**src/logic/noc_pkg.sv**
```systemverilog
package noc_pkg;

	//////////////////////////////////////////////////////////////
	// flit layout from the router
	//
	//   [ payload 10 | tail 1 ]
	//
	// headers arrive already stripped to zero, only the tail matters
	//////////////////////////////////////////////////////////////

	localparam int FLIT_W    = 11; // one router flit
	localparam int PAYLOAD_W = 10; // payload bits above the tail
	localparam int CORE_W    = 30; // routed core word, code + data
	localparam int FIFO_DEPTH = 8; // flits buffered per router port
	localparam int NUM_PORTS = 2;  // router ports feeding the core

	//////////////////////////////////////////////////////////////
	// core word layout
	//
	//   [ code 6 | data 24 ]
	//
	// the core format is 32 bits wide, top two bits are always zero
	// and never travel on any port
	//////////////////////////////////////////////////////////////

	typedef logic [FLIT_W-1:0]    flit_t;      // bit 0 is the tail
	typedef logic [PAYLOAD_W-1:0] payload_t;   // ten bits from one flit
	typedef logic [CORE_W-1:0]    core_word_t; // three payloads packed
	typedef logic [0:0]           port_id_t;   // source router port

	// deserializer walk through a worm
	typedef enum logic [2:0] {
		hunt_header, // waiting for the header flit, dropped on pop
		take_hi,     // first data flit of a group
		take_mid,    // second data flit
		take_lo,     // third data flit, its tail decides what follows
		hold_word    // word presented until the core acks it
	} deser_state_t;

endpackage

```
**src/logic/flit_fifo.sv**
```systemverilog
`timescale 1ns/1ps

// show-ahead flit buffer for one router port
module flit_fifo (
	input  logic           clk,
	input  logic           reset,
	input  logic           wr,      // one pulse per flit from the router
	input  noc_pkg::flit_t wr_data,
	input  logic           rd_req,  // pop the flit shown on rd_data
	output noc_pkg::flit_t rd_data,
	output logic           empty,
	output logic           full
);
	import noc_pkg::*;

	//////////////////////////////////////////////////////////////
	// storage and pointers
	//////////////////////////////////////////////////////////////

	flit_t mem [FIFO_DEPTH];                // circular buffer

	logic [$clog2(FIFO_DEPTH)-1:0] wr_ptr;  // next slot to fill
	logic [$clog2(FIFO_DEPTH)-1:0] rd_ptr;  // oldest flit
	logic [$clog2(FIFO_DEPTH):0]   count;   // flits held, 0..FIFO_DEPTH

	logic do_wr; // accepted write
	logic do_rd; // accepted pop

	// step a pointer and wrap at the depth
	function automatic logic [$clog2(FIFO_DEPTH)-1:0] ptr_step(
		input logic [$clog2(FIFO_DEPTH)-1:0] ptr
	);
		if (ptr == FIFO_DEPTH - 1)
			return '0;
		return ptr + 1'b1;
	endfunction

	assign empty = (count == 0);
	assign full  = (count == FIFO_DEPTH);

	assign do_wr = wr && !full;      // router must not write while full
	assign do_rd = rd_req && !empty; // pop only what is there

	assign rd_data = mem[rd_ptr];    // head flit always visible

	//////////////////////////////////////////////////////////////
	// control
	//////////////////////////////////////////////////////////////

	always_ff @(posedge clk) begin
		if (!reset) begin
			wr_ptr <= '0;
			rd_ptr <= '0;
			count  <= '0;
		end else begin
			if (do_wr)
				wr_ptr <= ptr_step(wr_ptr);
			if (do_rd)
				rd_ptr <= ptr_step(rd_ptr);
			case ({do_wr, do_rd})
				2'b10: count <= count + 1'b1; // fill
				2'b01: count <= count - 1'b1; // drain
				default: count <= count;      // both or neither
			endcase
		end
	end

	// flit storage written on accepted pushes
	always_ff @(posedge clk) begin
		if (do_wr)
			mem[wr_ptr] <= wr_data;
	end

endmodule

```
**src/logic/flit_deserializer.sv**
```systemverilog
`timescale 1ns/1ps

// packs groups of three data flits into one core word
module flit_deserializer (
	input  logic                clk,
	input  logic                reset,
	input  noc_pkg::flit_t      rd_data,    // head of the flit FIFO
	input  logic                empty,      // FIFO has nothing to show
	output logic                rd_req,     // pop request to the FIFO
	output noc_pkg::core_word_t word,       // assembled word for the core
	output logic                word_valid, // level, held until word_ack
	input  logic                word_ack    // one-cycle pulse from the arbiter
);
	import noc_pkg::*;

	//////////////////////////////////////////////////////////////
	// state and assembly register
	//////////////////////////////////////////////////////////////

	deser_state_t state;
	deser_state_t state_next;

	core_word_t asm_word;  // hi, mid and lo payloads land here
	logic       last_tail; // tail of the third flit in the group

	payload_t payload;     // payload part of the head flit
	logic     tail;        // tail bit of the head flit

	assign payload = rd_data[FLIT_W-1 -: PAYLOAD_W]; // bits above the tail
	assign tail    = rd_data[0];

	assign word       = asm_word;
	assign word_valid = (state == hold_word);

	//////////////////////////////////////////////////////////////
	// next state and pop
	//////////////////////////////////////////////////////////////

	always_comb begin
		state_next = state;
		rd_req     = 1'b0;
		case (state)
			hunt_header: begin
				// header is zero, pop and throw it away
				if (!empty) begin
					rd_req     = 1'b1;
					state_next = take_hi;
				end
			end
			take_hi: begin
				if (!empty) begin
					rd_req     = 1'b1;
					state_next = take_mid;
				end
			end
			take_mid: begin
				if (!empty) begin
					rd_req     = 1'b1;
					state_next = take_lo;
				end
			end
			take_lo: begin
				if (!empty) begin
					rd_req     = 1'b1;
					state_next = hold_word; // valid on the next cycle
				end
			end
			hold_word: begin
				// no pops while the word waits on the core bus
				if (word_ack)
					state_next = last_tail ? hunt_header : take_hi;
			end
			default: state_next = hunt_header;
		endcase
	end

	always_ff @(posedge clk) begin
		if (!reset) begin
			state     <= hunt_header;
			last_tail <= 1'b0;
		end else begin
			state <= state_next;
			if (rd_req && state == take_lo)
				last_tail <= tail; // only the third flit can end a worm
		end
	end

	//////////////////////////////////////////////////////////////
	// word assembly
	//////////////////////////////////////////////////////////////

	// first flit gives the top ten bits
	always_ff @(posedge clk) begin
		if (rd_req) begin
			case (state)
				take_hi:  asm_word[CORE_W-1 -: PAYLOAD_W]           <= payload;
				take_mid: asm_word[CORE_W-1-PAYLOAD_W -: PAYLOAD_W] <= payload;
				take_lo:  asm_word[PAYLOAD_W-1:0]                   <= payload;
				default:  asm_word <= asm_word; // header pop leaves it alone
			endcase
		end
	end

endmodule

```
**src/logic/core_bus_arbiter.sv**
```systemverilog
`timescale 1ns/1ps

// round-robin share of the core bus between the two deserializers
module core_bus_arbiter (
	input  logic                clk,
	input  logic                reset,
	input  noc_pkg::core_word_t word_0,
	input  noc_pkg::core_word_t word_1,
	input  logic                valid_0,
	input  logic                valid_1,
	output logic                ack_0,
	output logic                ack_1,
	output noc_pkg::core_word_t core_word,
	output noc_pkg::port_id_t   core_src,
	output logic                core_valid,
	input  logic                core_ack
);
	import noc_pkg::*;

	//////////////////////////////////////////////////////////////
	// grant selection
	//////////////////////////////////////////////////////////////

	logic [NUM_PORTS-1:0] req;       // held words, one bit per port
	port_id_t             grant;     // port on the bus this cycle
	port_id_t             last_port; // port of the previous transfer
	port_id_t             lock_port; // port pinned while the core stalls
	logic                 lock;      // a word is waiting on the bus

	assign req = {valid_1, valid_0};

	always_comb begin
		if (lock)
			grant = lock_port;          // never move a waiting word
		else if (req[0] && req[1])
			grant = ~last_port;         // both ready, other one's turn
		else if (req[1])
			grant = 1'b1;
		else
			grant = 1'b0;               // port 0 or idle
	end

	//////////////////////////////////////////////////////////////
	// bus mux and ack return
	//////////////////////////////////////////////////////////////

	assign core_valid = req[grant];
	assign core_word  = (grant == 1'b1) ? word_1 : word_0;
	assign core_src   = grant;

	// ack only reaches the peer that owns the bus
	assign ack_0 = core_ack && core_valid && (grant == 1'b0);
	assign ack_1 = core_ack && core_valid && (grant == 1'b1);

	always_ff @(posedge clk) begin
		if (!reset) begin
			last_port <= 1'b1; // port 0 goes first
			lock_port <= 1'b0;
			lock      <= 1'b0;
		end else begin
			if (core_valid && core_ack) begin
				last_port <= grant; // transfer done, release the bus
				lock      <= 1'b0;
			end else if (core_valid) begin
				lock_port <= grant; // core stalling, pin the grant
				lock      <= 1'b1;
			end
		end
	end

endmodule

```
**src/logic/net_ingress.sv**
```systemverilog
`timescale 1ns/1ps

// router ingress, two flit ports into one core bus
module net_ingress (
	input  logic                clk,
	input  logic                reset,
	input  logic                flit_wr_0,
	input  logic                flit_wr_1,
	input  noc_pkg::flit_t      flit_0,
	input  noc_pkg::flit_t      flit_1,
	output logic                fifo_full_0, // router holds off while high
	output logic                fifo_full_1,
	output noc_pkg::core_word_t core_word,
	output noc_pkg::port_id_t   core_src,
	output logic                core_valid,
	input  logic                core_ack
);
	import noc_pkg::*;

	//////////////////////////////////////////////////////////////
	// port 0 and port 1 paths
	//////////////////////////////////////////////////////////////

	flit_t      rd_data_0, rd_data_1;     // FIFO heads
	logic       empty_0, empty_1;
	logic       rd_req_0, rd_req_1;
	core_word_t word_0, word_1;           // held words toward the arbiter
	logic       word_valid_0, word_valid_1;
	logic       word_ack_0, word_ack_1;

	flit_fifo fifo_0_i (
		.clk(clk), .reset(reset),
		.wr(flit_wr_0), .wr_data(flit_0),
		.rd_req(rd_req_0), .rd_data(rd_data_0),
		.empty(empty_0), .full(fifo_full_0)
	);

	flit_fifo fifo_1_i (
		.clk(clk), .reset(reset),
		.wr(flit_wr_1), .wr_data(flit_1),
		.rd_req(rd_req_1), .rd_data(rd_data_1),
		.empty(empty_1), .full(fifo_full_1)
	);

	flit_deserializer deser_0_i (
		.clk(clk), .reset(reset),
		.rd_data(rd_data_0), .empty(empty_0), .rd_req(rd_req_0),
		.word(word_0), .word_valid(word_valid_0), .word_ack(word_ack_0)
	);

	flit_deserializer deser_1_i (
		.clk(clk), .reset(reset),
		.rd_data(rd_data_1), .empty(empty_1), .rd_req(rd_req_1),
		.word(word_1), .word_valid(word_valid_1), .word_ack(word_ack_1)
	);

	// shared core bus
	core_bus_arbiter arbiter_i (
		.clk(clk), .reset(reset),
		.word_0(word_0), .word_1(word_1),
		.valid_0(word_valid_0), .valid_1(word_valid_1),
		.ack_0(word_ack_0), .ack_1(word_ack_1),
		.core_word(core_word), .core_src(core_src),
		.core_valid(core_valid), .core_ack(core_ack)
	);

endmodule

```
**config.mk**
```make
export PLATFORM = sky130hd
export DESIGN_NAME = net_ingress
export DESIGN_NICKNAME = d
export VERILOG_FILES = /design/src/logic/noc_pkg.sv /design/src/logic/flit_fifo.sv /design/src/logic/flit_deserializer.sv /design/src/logic/core_bus_arbiter.sv /design/src/logic/net_ingress.sv
export SDC_FILE = /design/constraint.sdc
export NUM_CORES = 1
export LEC_CHECK = 0
export BUFFER_PORTS_ARGS = -buffer_cell sky130_fd_sc_hd__buf_4
export CAP_MARGIN = 10
export CORE_ASPECT_RATIO = 1.2
export CORE_UTILIZATION = 47
export DETAILED_ROUTE_END_ITERATION = 6
export PLACE_DENSITY = 0.63
export SETUP_SLACK_MARGIN = 0.1
export SLEW_MARGIN = 20
export SYNTH_ARGS = -nofsm -noshare
export SYNTH_HDL_FRONTEND = slang
export SYNTH_SLANG_ARGS = --single-unit
```
**constraint.sdc**
```tcl
create_clock -name clk -period 5.71 [get_ports clk]
set_clock_uncertainty 0.15 [all_clocks]
set_input_delay 0.571 -clock clk [delete_from_list [all_inputs] [get_ports clk]]
set_output_delay 0.571 -clock clk [all_outputs]
set_load 0.005 [all_outputs]
```
==> results of run 1 <==
[cell usage after synthesis, drive strengths merged (4+ instances only)]
library cell  instances  share of area (%)
nor3b                 6               0.42
inv                  10               0.35
a21oi                25                1.2
nand2                16               0.56
ha                   14                1.6
o21ai                 7               0.43
mux4                 44                9.3
mux2                 50                5.3
edfxtp              236                 66
mux2i                 5               0.47
buf                  10               0.63
xor2                  8               0.66
nor3                 14               0.66
nor4                  4               0.29
clkbuf               11               0.39
dfxtp                37                6.9
nand2b                6               0.35
nor2                 26               0.91
[state kept, by name (all words and copies together), names as in the netlist, 3 cells and up, named ones only]
| signal | count |
|---|---|
| fifo_0_i.mem | 88 |
| fifo_1_i.mem | 88 |
| deser_0_i.word | 30 |
| deser_1_i.word | 30 |
| fifo_0_i.count | 4 |
| fifo_1_i.count | 4 |
| deser_0_i.state | 3 |
| deser_1_i.state | 3 |
| fifo_0_i.rd_ptr | 3 |
| fifo_0_i.wr_ptr | 3 |
| fifo_1_i.rd_ptr | 3 |
| fifo_1_i.wr_ptr | 3 |
[routing by layer]
| layer | up-vias | GRT usage (%) | part of all wire (%) |
|---|---|---|---|
| met4 | 0 | 4.97 | 1.8 |
| li1 | 2440 | - | - |
| met3 | 24 | 2.90 | 4.4 |
| met5 | - | 0 | 0 |
| met1 | 2659 | 23.1 | 43 |
| met2 | 116 | 30.5 | 51 |
[power breakdown]
| part | total, W | leakage [nW] | switching, W | internal [W] |
|---|---|---|---|---|
| registers | 0.00263 | 2.44 | 0.000175 | 0.00246 |
| clock network | 0.00175 | 0.441 | 0.000715 | 0.00104 |
| logic | 0.00127 | 1.29 | 0.000651 | 0.000618 |
[path summary, 6_finish.rpt]
| kind | to | start | cells past startpoint |
|---|---|---|---|
| worst max-delay path | core_word[7] | deser_1_i.state[2]$_SDFFE_PN0P_ | 4 |
| worst min-delay path | fifo_0_i.mem[5][7]$_DFFE_PP_ | flit_0[7] | 1 |
| worst max register to register | fifo_1_i.count[3]$_SDFFE_PN0P_ | fifo_1_i.count[0]$_SDFFE_PN0P_ | 8 |
| worst min register to register | flip-flop | fifo_0_i.rd_ptr[2]$_SDFFE_PN0N_ | 2 |
[layout make-up]
type | instances | area share [%]
multi-input cells | 263 | 22.1
clock inverters | 10 | 0.782
inverters | 10 | 0.301
well taps | 279 | 2.80
repair buffers | 80 | 4.81
clock buffers | 38 | 6.49
flip-flops and latches | 273 | 62.7
[worst max-delay path, stage by stage (launching register included)]
cell	delay (ps)
dfxtp_1	550
or4b_4	540
o21ai_4	820
mux2_2	430
buf_4	140
[stage by stage]
step	hold slack, ps	area (sq um)
after global placement	313	11600
final	126	12500
after floorplan	300	10700
after detailed placement	337	11600
after global routing	115	12500
after CTS	105	12500
[logic make-up (layout without fill, tap and decap cells)]
| kind of cell | Yosys count | count (layout) | share of synthesized area [%] |
|---|---|---|---|
| and+or+nand+nor | 97 | 97 | 5.00 |
| muxes | 99 | 99 | 15.0 |
| buffers and inverters | 31 | 138 | 1.37 |
| AOI/OAI and AO/OA | 43 | 43 | 2.57 |
| xor gates and xnor gates | 8 | 8 | 0.657 |
| adders and majority gates | 16 | 16 | 2.02 |
| DFF | 273 | 273 | 73.4 |
==> results_dict.tcl, run 1 <==
set metrics [dict create \
    areaGrowthSynthToFinish_pct 16.9 \
    instances_no_fill 953 \
    cts_resized 0 \
    vias 5239 \
    dieArea_sq_um 23300 \
    drt_wl_total_um 20200 \
    crit_fanout 33 \
    fill_cells 1705 \
    antenna_found_initial 0 \
    gp_congestion 0.785 \
    place_ws_ps 2470 \
    syn_avg_cell_area_sq_um 18.8 \
    postCtsSetupRepairBufs 0 \
    fin_crit_ps 3740 \
    syn-num-nets 610 \
    cts_buffers 26 \
    die_y_um 167 \
    clockBufferDepth 3 \
    synthesis.area_sq_um 10700 \
    layout_common_cells "236 x edfxtp_1, 80 x buf_4, 50 x mux2_2" \
    r2r_slack_ps 2540 \
    worst_slack_ps 1970 \
    layout_worst_path_cycle_share_pct 65.5 \
    die_w_um 140 \
    synthesis.instances 567 \
    post-route-util_pct 55.8 \
    max_freq_ghz 0.267 \
    tritoncts "done" \
    hold_buffers 0 \
    dpl.hpwl_um 12700 \
    rsz0062_at_grt "false" \
    setup_viol 0 \
    layout-drive-gt1-share_pct 34.6 \
    async_flop_share_pct 0 \
    drc_errors 0 \
    hold_path.class "in2reg" \
    multi_input_area_sq_um 2750 \
    grt_max_degree 34 \
    crit_type "reg2out" \
    grt_pass1_vias 5446 \
    p_per_area_nw_per_um2 453 \
    htree_levels 1 \
    power_leakage_nw 4.17 \
    final-seq-area_sq_um 7830 \
    synth-warning-count 0 \
    max_cap_viol_count 0 \
    power_w 0.00565 \
    numPortBuffers 60 \
    num_io_pins 61 \
    max-vdd-ir-drop_uv 193 \
    drv_slew 0 \
    initial_core_util_pct 47.7 \
    core_area_sq_um 22400 \
    postRouteAntennaNets 0 \
    diodes 0 \
    cp-start-kind "flip-flop" \
    initialDrtViolationCount 296 \
    synth_cell_types 44 \
    max_slew.worst_pin.slew_ps 1130 \
    finalSetupTns_ps 0 \
    routed_via_density 5.50 \
    clockRootBuffer "clkbuf_16" \
    synth-main-ff-cell "edfxtp_1" \
    grt_overflow 0 \
    numClockSinks 273 \
    mostFrequentLayoutCell "edfxtp_1" \
    nNetsFinal 697 \
    synth_edf_count 236 \
    grt_usage_pct 17.6 \
    outcome "complete, no violations" \
    hold_violations 0 \
    rows 60 \
    max_slew_margin_pct 24.2 \
    cts.reportedPaths.clkPinSlew_ps 60 \
    critPathArrivalTime_ps 3020 \
    dp_cells 905 \
    required_ps 4990 \
    ys_seq_area_share_pct 73.4 \
    synth-seq-cells 273 \
    first_pass_iters 4 \
    clkLatencyLatePin_ps 530 \
    grt_pass1_wl_um 31000 \
    end_kind "output pin" \
    routedWlPerCell_um 21.2 \
]
No activity file was read; power rests on OpenSTA's default activity.
==> run 2, diff against run 1 <==
--- a/config.mk
+++ b/config.mk
@@ -10,7 +10,7 @@
 export CORE_ASPECT_RATIO = 1.2
 export CORE_UTILIZATION = 47
 export DETAILED_ROUTE_END_ITERATION = 6
-export PLACE_DENSITY = 0.63
+export PLACE_DENSITY = 0.66
 export SETUP_SLACK_MARGIN = 0.1
 export SLEW_MARGIN = 20
 export SYNTH_ARGS = -nofsm -noshare
==> constraint.sdc (replaced) <==
create_clock -name clk -period 3.07 [get_ports clk]
set_clock_uncertainty 0.15 [all_clocks]
set_input_delay 0.307 -clock clk [delete_from_list [all_inputs] [get_ports clk]]
set_output_delay 0.307 -clock clk [all_outputs]
set_load 0.005 [all_outputs]
==> run 2 against run 1 <==
Clock power rose by 73%. Sequential share of layout area fell by 1.4 points. Sequential cell count did not move. Sequential power rose by 82%. Global-route usage rose by 0.51 points. Count of clock-buffer cells in the layout fell by 5. First-iteration DRC count rose by 18%. Combinational power rose by 100%. Register-to-register slack got worse by 2300 ps. Hold slack improved by 70 ps. Critical endpoint is now core_word[10]. Largest power group unchanged.
==> results_dict.tcl, run 2 (synthesis results as in run 1) <==
set metrics [dict create \
    numPortBuffers 60 \
    max-vdd-ir-drop_uv 326 \
    fin_area_sq_um 12800 \
    place_ws_ps 225 \
    end_kind "output pin" \
    outcome "complete, no violations" \
    max_slew_margin_pct 39.9 \
    hold_violations 0 \
    first_pass_iters 6 \
    vias 5463 \
    drc_errors 0 \
    p_per_area_nw_per_um2 814 \
    dpl.hpwl_um 12900 \
    layout_worst_path_cycle_share_pct 96.9 \
    cts_buffers 26 \
    top_regs "fifo_0_i.mem: 88 flops, fifo_1_i.mem: 88 flops" \
    seqPwrFrac_pct 45.9 \
    combPwrFrac_pct 25.0 \
    crit_type "reg2out" \
    die_w_um 140 \
    crit_fanout 16 \
    numClockSinks 273 \
    grt_usage_pct 18.1 \
    tritoncts "done" \
    die_y_um 167 \
    mostFrequentLayoutCell "edfxtp_1" \
    nNetsFinal 738 \
    worst_slack_ps 95.5 \
    grt_pass1_wl_um 31900 \
    core_area_sq_um 22400 \
    power.net_switching_w 0.00288 \
    areaGrowthSynthToFinish_pct 19.8 \
    layout-drive-gt1-share_pct 34.6 \
    critical_path.startpoint "arbiter_i.lock$_SDFFE_PP0N_" \
    grt_pass1_vias 5741 \
    power_w 0.0104 \
    critPathArrivalTime_ps 2520 \
    required_ps 2610 \
    r2r_cells 9 \
    hold_depth 4 \
    multi_input_area_sq_um 2740 \
    hp-start "flit_wr_0" \
    max_cap_viol_count 0 \
    postRouteAntennaNets 0 \
    dpl_cell_area_sq_um 11600 \
    num_io_pins 61 \
    max_freq_ghz 0.336 \
    power_leakage_nw 4.31 \
    fin_crit_ps 2970 \
    drv_slew 0 \
    cp-start-kind "flip-flop" \
    fill_cells 1683 \
    setup_viol 0 \
    max_slew.worst_pin.slew_ps 900 \
    power_frac_clock_pct 29.1 \
    dieArea_sq_um 23300 \
    layout_common_cells "236 x edfxtp_1, 93 x buf_4, 50 x mux2_2" \
    gp_congestion 0.785 \
    routed_via_density 5.50 \
    clkLatencyLatePin_ps 540 \
    final-seq-area_sq_um 7840 \
    swShare_pct 27.6 \
    clockBufferDepth 3 \
    initial_core_util_pct 47.7 \
    rows 60 \
    diodes 0 \
    finalSetupTns_ps 0 \
    rsz0062_at_grt "true" \
    hold_path.class "in2reg" \
    antenna_found_initial 0 \
    htree_levels 1 \
    routedWlPerCell_um 20.9 \
    cts.reportedPaths.clkPinSlew_ps 60 \
    clockRootBuffer "clkbuf_16" \
    timing.rr.start "fifo_0_i.count[0]$_SDFFE_PN0P_" \
    grt_overflow 0 \
    drt_wl_total_um 20800 \
    initialDrtViolationCount 349 \
    grt_max_degree 32 \
    internal_power_w 0.00753 \
]
[run 2: cell count changes in the layout (fill, tap and decap cells not counted), moves of 3 or more]
cell / delta
clkbuf_8: -5
buf_4: +13
dlygate4sd3_1: +25
clkbuf_1: +3
nor4_2: +3
dfxtp_1: -4
dfxtp_2: +3
[run 2: timing repair]
item,4_1_cts,5_1_grt
setup endpoints to repair,1,31
hold endpoints to repair,181,0
pin swaps,0,1
gates cloned,0,2
resized for setup,0,6
hold buffers,25,0
setup buffers,0,4
[run 2: critical path, cell delays in order, from the launching register on]
cell	delay (ps)
dfxtp_2	350
or4b_4	560
o21ai_4	330
buf_12	210
mux2_2	380
buf_4	150
[run 2: final timing paths]
kind / slack [ps] / to
max reg2reg: 260 / fifo_0_i.count[3]$_SDFFE_PN0P_
min: 200 / fifo_0_i.wr_ptr[1]$_SDFFE_PN0P_
max: 100 / core_word[10]
min reg2reg: 320 / flip-flop
[run 2: stage by stage]
step | utilization [%] | instances | hold WS, ps
floorplan | - | 567 | 256
finish | 57.1 | 993 | 196
global placement | 52.0 | 915 | 327
detailed placement | 52.0 | 915 | 330
global route | 57.1 | 993 | 203
CTS | 56.8 | 987 | 180
[run 2: power by group through the flow]
stage / clock network, W / registers [W] / logic [W]
2_1_floorplan: 0 / 0.00479 / 0.00176
3_3_place_gp: 0 / 0.00482 / 0.00242
3_5_place_dp: 0 / 0.00485 / 0.00255
4_1_cts: 0.00310 / 0.00478 / 0.00260
5_1_grt: 0.00324 / 0.00482 / 0.00286
6_report: 0.00303 / 0.00478 / 0.00260
[run 2: metal layers]
metal	up-vias	GRT usage [%]	wire length (um)
met5	-	0	0
met4	0	6.64	559
met3	36	2.73	984
met2	130	32.0	10800
met1	2787	22.7	8450
li1	2510	-	-
[run 2: area by class of cell]
class | instances | share of cell area (%)
Clock buffer | 33 | 5.30
Clock inverter | 14 | 1.06
Inverter | 10 | 0.294
Multi-Input combinational cell | 263 | 21.4
Sequential cell | 273 | 61.3
Tap cell | 279 | 2.73
Timing Repair Buffer | 121 | 7.86
==> run 3, diff against run 2 <==
--- a/config.mk
+++ b/config.mk
@@ -5,6 +5,7 @@
 export SDC_FILE = /design/constraint.sdc
 export NUM_CORES = 1
 export LEC_CHECK = 0
+export ABC_AREA = 1
 export BUFFER_PORTS_ARGS = -buffer_cell sky130_fd_sc_hd__buf_4
 export CAP_MARGIN = 10
 export CORE_ASPECT_RATIO = 1.2
==> run 3 against run 2 <==
Hold slack got worse by 140 ps. Power rose by 5.6%. Synthesized cell count rose by 63%. Critical endpoint is now core_word[19]. Largest power group unchanged.
==> results_dict.tcl, run 3 <==
set metrics [dict create \
    clockBufferDepth 3 \
    cp-start-kind "flip-flop" \
    outcome "complete, no violations" \
    worst_path_dominant_cell_family "simple AND/OR/NAND/NOR gates" \
    initialDrtViolationCount 351 \
    crit_type "reg2out" \
    drc_errors 0 \
    max_slew.worst_pin.slew_ps 775 \
    dieArea_sq_um 23700 \
    synthesis.area_sq_um 10800 \
    p_per_area_nw_per_um2 863 \
    synth-warning-count 0 \
    postRouteAntennaNets 0 \
    finalSetupTns_ps 0 \
    cp_common_cell "nand2_1" \
    hold_violations 0 \
    power_leakage_nw 4.78 \
    max-vdd-ir-drop_uv 554 \
    vias 6848 \
    diodes 0 \
    rows 60 \
    hold_path.class "in2reg" \
    core_area_sq_um 22500 \
    max_cap_viol_count 0 \
    cts.reportedPaths.clkPinSlew_ps 60 \
    layout-drive-gt1-share_pct 13.3 \
    numClockSinks 273 \
    hp-start "flit_wr_0" \
    fin_crit_ps 2780 \
    syn_avg_cell_area_sq_um 11.8 \
    dp_cells 1250 \
    crit_fanout 34 \
    ys_seq_area_share_pct 72.2 \
    synth_edf_count 236 \
    synth.area.top_cells "edfxtp_1 65%, nor2_1 6.9%, dfxtp_1 6.8%" \
    cts_buffers 27 \
    num_io_pins 61 \
    timing.rr.start "fifo_0_i.count[0]$_SDFFE_PN0P_" \
    drv_slew 0 \
    drt_wl_total_um 21000 \
    numPortBuffers 60 \
    critPathArrivalTime_ps 2320 \
    layout_worst_path_cycle_share_pct 90.6 \
    async_flop_share_pct 0 \
    die_y_um 168 \
    worst_slack_ps 289 \
    synth_most_common_cell "edfxtp_1" \
    antenna_found_initial 0 \
    end_kind "output pin" \
    gp_congestion 0.781 \
    clockRootBuffer "clkbuf_16" \
    grt_usage_pct 18.1 \
    setup_viol 0 \
    crit_chain "nor2_1, nand3_1, nand2_2, nand2_4, inv_2, nand2_1, nand2_1, buf_4" \
    areaGrowthSynthToFinish_pct 17.5 \
    critical_path.startpoint "deser_0_i.state[0]$_SDFFE_PN0P_" \
    top_regs "fifo_0_i.mem: 88 flops, fifo_1_i.mem: 88 flops" \
    max_stage_delay_ps 450 \
    nNetsFinal 1067 \
    synth-seq-cells 273 \
    grt_pass1_wl_um 33400 \
    layout_common_cells "236 x edfxtp_1, 199 x nor2_1, 135 x nand2_1" \
    grt_pass1_vias 6520 \
    rsz0062_at_grt "false" \
    htree_levels 1 \
    power_w 0.0110 \
    grt_overflow 0 \
    grt_max_degree 45 \
    instances_no_fill 1321 \
    syn-num-nets 965 \
    mostFrequentLayoutCell "edfxtp_1" \
    synth_area_leader_cell "edfxtp_1" \
    postCtsSetupRepairBufs 0 \
    post-route-util_pct 56.5 \
    synth_top_area_share_pct 65.4 \
    tritoncts "done" \
    first_pass_iters 5 \
    required_ps 2610 \
    max_freq_ghz 0.360 \
    cp_num_buf_inv 2 \
    synthesis.instances 922 \
    synth-main-ff-cell "edfxtp_1" \
    place_ws_ps 719 \
    worst_path_max_delay_cell "inv_2" \
    die_w_um 141 \
    routedWlPerCell_um 15.9 \
    synth_cell_types 32 \
    dpl.hpwl_um 13600 \
    r2r_slack_ps 740 \
    initial_core_util_pct 48.1 \
    max_slew_margin_pct 48.3 \
    routed_via_density 5.18 \
    clkLatencyLatePin_ps 530 \
    synth.top_cells.by_count "236 x edfxtp_1, 199 x nor2_1, 135 x nand2_1, 104 x o21ai_0, 45 x inv_1" \
]
==> run 3: area by class of cell <==
| class | count | area [sq um] |
|---|---|---|
| Tap cell | 279 | 349 |
| Clock buffer | 36 | 709 |
| Clock inverter | 11 | 106 |
| Sequential cell | 273 | 7830 |
| Inverter | 52 | 195 |
| Fill cell | 1844 | 9790 |
| Multi-Input combinational cell | 559 | 2650 |
| Timing Repair Buffer | 111 | 893 |
==> run 3: final timing paths <==
| path | endpoint | depth (start not counted) |
|---|---|---|
| max | core_word[19] | 8 |
| min | fifo_0_i.wr_ptr[2]$_SDFFE_PN0P_ | 5 |
| max reg2reg | fifo_0_i.count[3]$_SDFFE_PN0P_ | 14 |
| min reg2reg | arbiter_i.last_port$_SDFFE_PN1N_ | 2 |
==> run 3: routing by layer <==
layer  part of all wire, %  GRT usage [%]  up-vias  routed length (um)
met5                     0              0        -                   0
met4                   3.2           7.23        0                 674
met3                   4.3           2.39       49                 907
met2                    50           32.2      154               10500
met1                    42           22.2     3229                8920
li1                      -              -     3416                   -
==> run 3: tightest hold or removal path: stages <==
cell	delay [ps]
buf_4	110
inv_1	50
nor2_1	60
inv_2	90
a21oi_1	70
==> run 3: power by group <==
group / internal (W) / switching, W
clock: 0.00178 / 0.00129
sequential: 0.00479 / 0.000213
combinational: 0.00102 / 0.00190
==> run 3: repair_timing <==
| item | in CTS | in global routing |
|---|---|---|
| resized for setup | 0 | 0 |
| endpoints found under the hold margin | 182 | 0 |
| hold buffers | 24 | 0 |
==> run 3: logic make-up after synthesis <==
family,Yosys count,synth area share (%)
XOR/XNOR,2,0.162
AO/OA/AOI/OAI,178,8.94
buffers and inverters,90,3.28
flip-flops,273,72.2
adder cells (fa/ha/maj),16,1.99
AND/OR/NAND/NOR,363,13.4
==> run 3: per-stage QoR <==
stage	instance area [sq um]	hold slack, ps
2_1_floorplan	10800	246
3_3_place_gp	11700	307
3_5_place_dp	11700	313
4_1_cts	12700	39.3
5_1_grt	12700	85.9
6_report	12700	51.5
